==> config.mk <==
export PLATFORM = sky130hd
export DESIGN_NAME = dispatch_top
export DESIGN_NICKNAME = d
export VERILOG_FILES = /design/src/hw/dispatch_pkg.sv /design/src/hw/rename_if.sv /design/src/hw/sync_fifo.sv /design/src/hw/rename.sv /design/src/hw/dispatch.sv /design/src/hw/dispatch_top.sv
export SDC_FILE = /design/constraint.sdc
export NUM_CORES = 2
export LEC_CHECK = 0
export BUFFER_PORTS_ARGS = -buffer_cell sky130_fd_sc_hd__buf_2
export CELL_PAD_IN_SITES_DETAIL_PLACEMENT = 1
export CELL_PAD_IN_SITES_GLOBAL_PLACEMENT = 2
export CORE_MARGIN = 2
export CORE_UTILIZATION = 35
export DETAILED_ROUTE_END_ITERATION = 8
export PLACE_DENSITY = 0.61
export SYNTH_ARGS = -nofsm -noshare
export SYNTH_HDL_FRONTEND = slang
export SYNTH_SLANG_ARGS = --single-unit
==> constraint.sdc <==
create_clock -name clk -period 13.3 [get_ports clk]
set_clock_uncertainty 0.1 [all_clocks]
set_input_delay 1.33 -clock clk [delete_from_list [all_inputs] [get_ports clk]]
set_output_delay 1.33 -clock clk [all_outputs]
set_load 0.05 [all_outputs]
==> src/hw/dispatch_pkg.sv <==
// shared dispatch types; RV64I only, no compressed forms, fence sets ordered i/o/r/w from bit 3
`default_nettype none

package dispatch_pkg;

	// issue queue index equals the enum value, the fence has no queue
	typedef enum logic [3:0] {
		UNIT_ADDER  = 4'd0,
		UNIT_LOGCMP = 4'd1,
		UNIT_SHIFT  = 4'd2,
		UNIT_JAL    = 4'd3,
		UNIT_BRU    = 4'd4,
		UNIT_LU     = 4'd5,
		UNIT_SU     = 4'd6,
		UNIT_CSR    = 4'd7,
		UNIT_FENCE  = 4'd8
	} unit_e;

	localparam int NUM_UNITS = 8;
	localparam int RN_DEPTH = 4;
	localparam int RN_BITS = 2;

	typedef logic [RN_BITS-1:0] rn_slot_t;

	typedef struct packed {
		logic [55:0] unused;
		logic [3:0]  pred;
		logic [3:0]  succ;
	} fence_imm_t;

	// the same immediate word, read as a value or as fence sets
	typedef union packed {
		logic [63:0] value;
		fence_imm_t  fence;
	} imm_u;

	typedef struct packed {
		unit_e       unit;
		logic [3:0]  op;
		logic [63:0] pc;
		imm_u        imm;
		logic [4:0]  rd0;
		logic [4:0]  rs1;
		logic [4:0]  rs2;
		logic        rd0_valid;
	} decoded_t;

	typedef struct packed {
		logic [3:0]  op;
		logic [63:0] pc;
		imm_u        imm;
		logic [4:0]  rd0;
		rn_slot_t    rd0_slot;
		rn_slot_t    rs1_slot;
		rn_slot_t    rs2_slot;
	} issue_info_t;

	typedef struct packed {
		logic [63:0] pc;
		logic [4:0]  rd0;
		rn_slot_t    rd0_slot;
		logic        rd0_valid;
		logic        is_branch;
	} rob_entry_t;

endpackage

`default_nettype wire

==> src/hw/rename_if.sv <==
// operand renaming request and result; source slots are combinational, alloc is taken at the edge
`default_nettype none
`timescale 1ns/1ps

interface rename_if;

	logic [4:0] rs1;
	logic [4:0] rs2;
	logic [4:0] rd0;
	logic       rd0_valid;
	logic       alloc;

	dispatch_pkg::rn_slot_t rs1_slot;
	dispatch_pkg::rn_slot_t rs2_slot;
	dispatch_pkg::rn_slot_t rd0_slot;
	logic                   run_out;

	modport renamer (
		input  rs1, rs2, rd0, rd0_valid, alloc,
		output rs1_slot, rs2_slot, rd0_slot, run_out
	);

	modport dispatcher (
		output rs1, rs2, rd0, rd0_valid, alloc,
		input  rs1_slot, rs2_slot, rd0_slot, run_out
	);

endinterface

`default_nettype wire

==> src/hw/sync_fifo.sv <==
// show-ahead FIFO; a push while full and a pop while empty are ignored, head data is X when empty
`default_nettype none
`timescale 1ns/1ps

module sync_fifo #(
	parameter int WIDTH = 8,
	parameter int DEPTH = 4
) (
	input  logic             clk,
	input  logic             arst_n,
	input  logic             push,
	input  logic [WIDTH-1:0] data_in,
	input  logic             pop,
	output logic [WIDTH-1:0] data_out,
	output logic             full,
	output logic             empty
);

	localparam int PTR_W = (DEPTH > 1) ? $clog2(DEPTH) : 1;
	localparam int CNT_W = $clog2(DEPTH + 1);

	logic [WIDTH-1:0] mem [DEPTH];
	logic [PTR_W-1:0] rd_ptr;
	logic [PTR_W-1:0] wr_ptr;
	logic [CNT_W-1:0] count;
	logic             do_push;
	logic             do_pop;

	assign full = (count == CNT_W'(DEPTH));
	assign empty = (count == '0);
	assign do_push = push & ~full;
	assign do_pop = pop & ~empty;

	// oldest entry always on the output
	assign data_out = mem[rd_ptr];

	always_ff @(posedge clk) begin
		if (do_push) begin
			mem[wr_ptr] <= data_in;
		end
	end

	always_ff @(posedge clk or negedge arst_n) begin
		if (!arst_n) begin
			rd_ptr <= '0;
			wr_ptr <= '0;
			count <= '0;
		end else begin
			if (do_push) begin
				wr_ptr <= (wr_ptr == PTR_W'(DEPTH - 1)) ? '0 : wr_ptr + 1'b1;
			end
			if (do_pop) begin
				rd_ptr <= (rd_ptr == PTR_W'(DEPTH - 1)) ? '0 : rd_ptr + 1'b1;
			end
			if (do_push && !do_pop) begin
				count <= count + 1'b1;
			end else if (!do_push && do_pop) begin
				count <= count - 1'b1;
			end
		end
	end

	a_no_push_full: assert property (@(posedge clk) disable iff (!arst_n) !(push && full))
		else $error("push while full was dropped");

	a_no_pop_empty: assert property (@(posedge clk) disable iff (!arst_n) !(pop && empty))
		else $error("pop while empty was ignored");

endmodule

`default_nettype wire

==> src/hw/rename.sv <==
// RN_DEPTH rename slots per register; x0 never allocated, commit must name a slot in use
`default_nettype none
`timescale 1ns/1ps

module rename (
	input  logic                   clk,
	input  logic                   arst_n,
	input  logic                   commit,
	input  logic [4:0]             commit_rd0,
	input  dispatch_pkg::rn_slot_t commit_slot,
	input  logic                   commit_rd0_valid,
	rename_if.renamer              rn
);

	// x0 entries are never written and stay at their reset value
	logic [dispatch_pkg::RN_DEPTH-1:0] used [32];
	dispatch_pkg::rn_slot_t            active [32];
	dispatch_pkg::rn_slot_t            free_slot;
	logic                              do_release;
	logic                              do_alloc;

	// lowest free slot of the destination
	always_comb begin
		free_slot = '0;
		for (int i = dispatch_pkg::RN_DEPTH - 1; i >= 0; i--) begin
			if (!used[rn.rd0][i]) begin
				free_slot = dispatch_pkg::rn_slot_t'(i);
			end
		end
	end

	assign rn.rs1_slot = active[rn.rs1];
	assign rn.rs2_slot = active[rn.rs2];
	assign rn.rd0_slot = free_slot;
	assign rn.run_out = rn.rd0_valid & (rn.rd0 != 5'd0) & (&used[rn.rd0]);

	assign do_release = commit & commit_rd0_valid & (commit_rd0 != 5'd0);
	assign do_alloc = rn.alloc & (rn.rd0 != 5'd0);

	always_ff @(posedge clk or negedge arst_n) begin
		if (!arst_n) begin
			for (int r = 0; r < 32; r++) begin
				used[r] <= '0;
				active[r] <= '0;
			end
		end else begin
			if (do_release) begin
				used[commit_rd0][commit_slot] <= 1'b0;
			end
			// new producer becomes the active copy for later readers
			if (do_alloc) begin
				used[rn.rd0][free_slot] <= 1'b1;
				active[rn.rd0] <= free_slot;
			end
		end
	end

	// retired slot was handed out by an earlier dispatch
	a_release_in_use: assert property (@(posedge clk) disable iff (!arst_n)
		do_release |-> used[commit_rd0][commit_slot])
		else $error("commit released a rename slot that is not in use");

endmodule

`default_nettype wire

==> src/hw/dispatch.sv <==
// in-order single dispatch; no flush, fences stall the whole stream until memory ops drain
`default_nettype none
`timescale 1ns/1ps

module dispatch (
	input  logic                                 clk,
	input  logic                                 arst_n,
	input  dispatch_pkg::decoded_t               head,
	input  logic                                 ififo_empty,
	output logic                                 ififo_pop,
	input  logic                                 rob_full,
	output logic                                 rob_push,
	output dispatch_pkg::rob_entry_t             rob_entry,
	input  logic [dispatch_pkg::NUM_UNITS-1:0]   issue_full,
	output logic [dispatch_pkg::NUM_UNITS-1:0]   issue_push,
	output dispatch_pkg::issue_info_t            issue_info,
	input  logic                                 su_empty,
	input  logic                                 lu_busy,
	input  logic                                 commit,
	input  logic [4:0]                           commit_rd0,
	input  dispatch_pkg::rn_slot_t               commit_slot,
	input  logic                                 commit_rd0_valid
);

	logic [3:0] unit_code;
	logic       is_fence;
	logic       is_fence_i;
	logic       pred_st;
	logic       pred_ld;
	logic       succ_mem;
	logic       fence_hold;
	logic       unit_ready;
	logic       dispatch_go;

	rename_if rn_bus ();

	rename u_rename (
		.clk              (clk),
		.arst_n           (arst_n),
		.commit           (commit),
		.commit_rd0       (commit_rd0),
		.commit_slot      (commit_slot),
		.commit_rd0_valid (commit_rd0_valid),
		.rn               (rn_bus.renamer)
	);

	assign unit_code = head.unit;
	assign is_fence = (head.unit == dispatch_pkg::UNIT_FENCE);
	// op 1 of the fence class is fence.i
	assign is_fence_i = is_fence & (head.op == 4'd1);

	// o and w order stores, i and r order loads
	assign pred_st = |(head.imm.fence.pred & 4'b0101);
	assign pred_ld = |(head.imm.fence.pred & 4'b1010);
	assign succ_mem = |head.imm.fence.succ;

	always_comb begin
		if (is_fence_i) begin
			fence_hold = ~su_empty | lu_busy;
		end else begin
			fence_hold = succ_mem & ((pred_st & ~su_empty) | (pred_ld & lu_busy));
		end
	end

	assign unit_ready = is_fence ? ~fence_hold : ~issue_full[unit_code[2:0]];
	assign dispatch_go = ~ififo_empty & ~rob_full & ~rn_bus.run_out & unit_ready;

	always_comb begin
		issue_push = '0;
		if (dispatch_go && !is_fence) begin
			issue_push[unit_code[2:0]] = 1'b1;
		end
	end

	assign ififo_pop = dispatch_go;
	assign rob_push = dispatch_go;

	assign rn_bus.rs1 = head.rs1;
	assign rn_bus.rs2 = head.rs2;
	assign rn_bus.rd0 = head.rd0;
	assign rn_bus.rd0_valid = head.rd0_valid;
	assign rn_bus.alloc = dispatch_go & head.rd0_valid & (head.rd0 != 5'd0);

	assign issue_info.op = head.op;
	assign issue_info.pc = head.pc;
	assign issue_info.imm = head.imm;
	assign issue_info.rd0 = head.rd0;
	assign issue_info.rd0_slot = rn_bus.rd0_slot;
	assign issue_info.rs1_slot = rn_bus.rs1_slot;
	assign issue_info.rs2_slot = rn_bus.rs2_slot;

	assign rob_entry.pc = head.pc;
	assign rob_entry.rd0 = head.rd0;
	assign rob_entry.rd0_slot = rn_bus.rd0_slot;
	assign rob_entry.rd0_valid = head.rd0_valid;
	assign rob_entry.is_branch = (head.unit == dispatch_pkg::UNIT_BRU)
		| (head.unit == dispatch_pkg::UNIT_JAL);

	// codes above the fence class would alias onto a queue index
	a_known_unit: assert property (@(posedge clk) disable iff (!arst_n)
		!ififo_empty |-> (!unit_code[3] || unit_code[2:0] == 3'd0))
		else $error("unknown unit class at the instruction FIFO head");

endmodule

`default_nettype wire

==> src/hw/dispatch_top.sv <==
// dispatch stage with instruction and reorder FIFOs; commit is ignored while commit_valid is low
`default_nettype none
`timescale 1ns/1ps

module dispatch_top #(
	parameter int IFIFO_DEPTH = 4,
	parameter int ROB_DEPTH = 8
) (
	input  logic                               clk,
	input  logic                               arst_n,
	input  logic                               decode_push,
	input  dispatch_pkg::decoded_t             decode_info,
	output logic                               decode_full,
	input  logic [dispatch_pkg::NUM_UNITS-1:0] issue_full,
	output logic [dispatch_pkg::NUM_UNITS-1:0] issue_push,
	output dispatch_pkg::issue_info_t          issue_info,
	input  logic                               su_empty,
	input  logic                               lu_busy,
	input  logic                               commit,
	output logic                               commit_valid,
	output logic [63:0]                        commit_pc,
	output logic [4:0]                         commit_rd0,
	output dispatch_pkg::rn_slot_t             commit_slot,
	output logic                               commit_is_branch
);

	dispatch_pkg::decoded_t   head;
	dispatch_pkg::rob_entry_t rob_entry;
	dispatch_pkg::rob_entry_t rob_head;
	logic                     ififo_empty;
	logic                     ififo_pop;
	logic                     rob_push;
	logic                     rob_full;
	logic                     rob_empty;
	logic                     commit_fire;

	sync_fifo #(
		.WIDTH ($bits(dispatch_pkg::decoded_t)),
		.DEPTH (IFIFO_DEPTH)
	) u_ififo (
		.clk      (clk),
		.arst_n   (arst_n),
		.push     (decode_push),
		.data_in  (decode_info),
		.pop      (ififo_pop),
		.data_out (head),
		.full     (decode_full),
		.empty    (ififo_empty)
	);

	dispatch u_dispatch (
		.clk              (clk),
		.arst_n           (arst_n),
		.head             (head),
		.ififo_empty      (ififo_empty),
		.ififo_pop        (ififo_pop),
		.rob_full         (rob_full),
		.rob_push         (rob_push),
		.rob_entry        (rob_entry),
		.issue_full       (issue_full),
		.issue_push       (issue_push),
		.issue_info       (issue_info),
		.su_empty         (su_empty),
		.lu_busy          (lu_busy),
		.commit           (commit_fire),
		.commit_rd0       (rob_head.rd0),
		.commit_slot      (rob_head.rd0_slot),
		.commit_rd0_valid (rob_head.rd0_valid)
	);

	sync_fifo #(
		.WIDTH ($bits(dispatch_pkg::rob_entry_t)),
		.DEPTH (ROB_DEPTH)
	) u_rob (
		.clk      (clk),
		.arst_n   (arst_n),
		.push     (rob_push),
		.data_in  (rob_entry),
		.pop      (commit_fire),
		.data_out (rob_head),
		.full     (rob_full),
		.empty    (rob_empty)
	);

	assign commit_valid = ~rob_empty;
	assign commit_fire = commit & ~rob_empty;
	assign commit_pc = rob_head.pc;
	assign commit_rd0 = rob_head.rd0;
	assign commit_slot = rob_head.rd0_slot;
	assign commit_is_branch = rob_head.is_branch;

endmodule

`default_nettype wire

==> impl_results.md <==
* Sequential share of the synthesized area at about three quarters
* Slowest stage delay, CP at ~0.91 ns
* Status: finished clean
* Crit-path max FO at 53
* CTS root buf: clkbuf_16
* Top cell type's share of synthesized area at 64.07%
* Synth Area per Inst at ~20 sq um
* Post-DP HPWL at about 90000 um
* CP startpoint kind: register
* Fillers at about 15000
* Clk sink count at 1401
* Synth cell types at 56
* Max-cap violations at 0
* Crit path cell chain: mux4_4 > buf_4 > mux2i_1 > mux2i_1 > o22ai_1 > nor4_2 > nand4_1 > o22ai_2 > buf_4 > nor3_1 > buf_2
* Post-route minimum period at 7.069 ns
* Via count at approximately 28000
* Post-CTS Resized at 0
* Clk pin slew, worst setup/hold paths at 0.06 ns
* Commonest non-fill, non-tap cell in the layout: edfxtp_1
* H-Tree Depth at 4
* Critical Path Sink Type: output port
* F_max at 141.5 MHz
* Routed Antenna Nets at 0
* Postcts setup bufs at 0
* WS Path Type: reg2out
* CTS Buf Count at 152
* Delay-heaviest family, CP: buffers and inverters
* Hold-fix buffers, CTS at 0
* First-pass GRT wire length at roughly 220000 um
* Yosys reg bits at around 1400
* Syn nets at 2962
* Ranking of synthesized cells by area: edfxtp_1, mux4_2, dfrtp_1
* Die X at ~400 um
* GRT Total Usage at 17.99%
* # port buffers at just under 400
* Antenna violations before repair at 38
* Number of synthesized flops with an enable pin at between 1000 and 1500
* Worst hold path class: reg2reg
* Most frequent cells in the layout: edfxtp_1, buf_2, mux4_2
* Drt drc at 0
* Cell count after synthesis at ~2800
* # nets final at around 3300
* Async S/R FF share, synth at between 10 and 15%
* Synth Flop Type: edfxtp_1
* Total Wirelength at 145800 um
* Yosys top cell by area: edfxtp_1
* Synthesized area at roughly 56000 sq um
* YS warnings at 0
* Max-slew violation count at 0
* Period utilization at between 50 and 60%
* Row cnt at 146
* Critical path arrival at 5.64 ns
* Vias in the first global route at 31420
* Worst Tran Pin Value at 1.128 ns
* Fin Setup TNS at 0 ns
* CTS tree: yes
* P&R area growth vs syn at 15.75%
* TritonRoute pass-1 iters at 5
* Routability cong. at between 0.8 and 0.9
* CTS Buffer Depth at 3
* Die ar. at 162800 sq um
* Setup violations, final at 0
* Wirelength per Cell at ~27 um
* Relative slew slack at 24.79%
* RSZ-0062 raised after global routing: false
* Crit path buf inv count at 3
* Core area at 158400 sq um
* Vias/cell at around 5.3
* Die Span Y at ~400 um
* Initial DRC Count at 1659
* Initial Util at a little over a third
* Largest net degree at the start of global routing at about 100
* Slowest-stage cell, CP: mux4_4
* Worst-skew pair later-pin latency at roughly 0.76 ns
* Total global routing overflow at 0
* Top-Level Pins at about 390
* Worst Path Required at around 12 ns
* Layout cells sized above 1 at between 30% and 40%
* Final Hold Fails at 0
-- layout make-up --
type / instances / area (sq um) / share of cell area (%)
Sequential cell: 1401 / 41040 / 63.47
Multi-Input combinational cell: 1134 / 13620 / 21.06
Clock buffer: 197 / 4138 / 6.399
Tap cell: 2072 / 2592 / 4.009
Timing Repair Buffer: 448 / 2409 / 3.725
Clock inverter: 81 / 769.5 / 1.190
Inverter: 18 / 67.56 / 0.1045
Antenna cell: 9 / 22.52 / 0.03483
-- cells in the mapped netlist, types with 2 or more instances --
master	instances
nor4_1	6
o21bai_1	2
a31o_2	4
nand4_1	10
buf_2	23
nor4_2	3
buf_6	6
o2bb2ai_1	15
buf_4	84
buf_1	34
and2_1	11
xor2_1	3
nor3_1	15
or4_1	3
nand2b_1	8
nor2_2	3
nor4b_1	3
nor2_4	2
o21a_1	4
o211ai_1	4
or2_2	7
edfxtp_1	1192
a211oi_1	3
or4_4	2
mux2_2	149
a21o_1	2
a22o_1	27
a32o_1	51
nor2b_1	5
ha_1	13
nor2_1	56
clkbuf_1	81
o31ai_1	11
nand2_1	156
a21oi_1	8
mux2i_1	110
fa_1	2
nand3b_1	4
xnor2_1	4
o22ai_1	17
dfrtp_1	209
o21ai_0	43
mux4_2	330
nand3_1	28
inv_1	17
-- layer usage --
metal | vias up | wire length, um | GRT usage, %
met2 | 688 | 72570 | 30.16
li1 | 12030 | - | -
met1 | 15230 | 61800 | 23.49
met4 | 30 | 2925 | 4.665
met5 | - | 207 | 0
met3 | 229 | 8300 | 4.273
-- worst paths after layout --
kind                                          startpoint  cells after the start                            end  slack, ns
max                                    u_ififo.rd_ptr[0]                     11                  issue_push[2]       6.23
min                        u_dispatch.u_rename.used[124]                      0  u_dispatch.u_rename.used[124]       0.28
max reg2reg                            u_ififo.rd_ptr[0]                     18                 u_rob.count[3]       7.16
min reg2reg                u_dispatch.u_rename.used[124]                      0  u_dispatch.u_rename.used[124]       0.28
max in group asynchronous                         arst_n                      3   u_dispatch.u_rename.used[68]      10.38
min in group asynchronous                         arst_n                      1   u_dispatch.u_rename.used[25]       0.53
-- sequential cells by signal, indices dropped and copies added (netlist names) --
name	flops
u_ififo.wr_ptr	2
u_ififo.mem	608
u_rob.count	4
u_rob.wr_ptr	3
u_ififo.count	3
u_rob.mem	584
u_rob.rd_ptr	3
u_dispatch.u_rename.active	64
u_ififo.rd_ptr	2
u_dispatch.u_rename.used	128
-- through the flow --
| stage | std cells | utilization (%) | hold WS (ns) | worst slack (ns) | instance area (sq um) |
|---|---|---|---|---|---|
| floorplan | 2781 | - | 0.3284 | 2.321 | 55860 |
| global placement | 5073 | 37.71 | 0.2696 | 7.089 | 59730 |
| detailed placement | 5073 | 37.71 | 0.2666 | 6.977 | 59730 |
| CTS | 5351 | 40.81 | 0.2796 | 6.136 | 64640 |
| global route | 5354 | 40.82 | 0.2959 | 5.924 | 64650 |
| finish | 5360 | 40.83 | 0.2778 | 6.231 | 64660 |
-- cells by family (layout without fill, tap and decap cells) --
logic type / Yosys count / after routing / synth area share (%)
adders and majority gates: 15 / 15 / 0.3628
muxes: 589 / 589 / 18.28
and+or+nand+nor: 325 / 325 / 2.721
buffers and inverters: 246 / 744 / 2.349
other: 0 / 9 / 0
AOI/OAI and AO/OA: 198 / 198 / 2.741
DFF: 1401 / 1401 / 73.44
xor gates and xnor gates: 7 / 7 / 0.1097
Power is not shown: default switching activity piles up to over one toggle a cycle in this logic, so the estimate is an artifact.
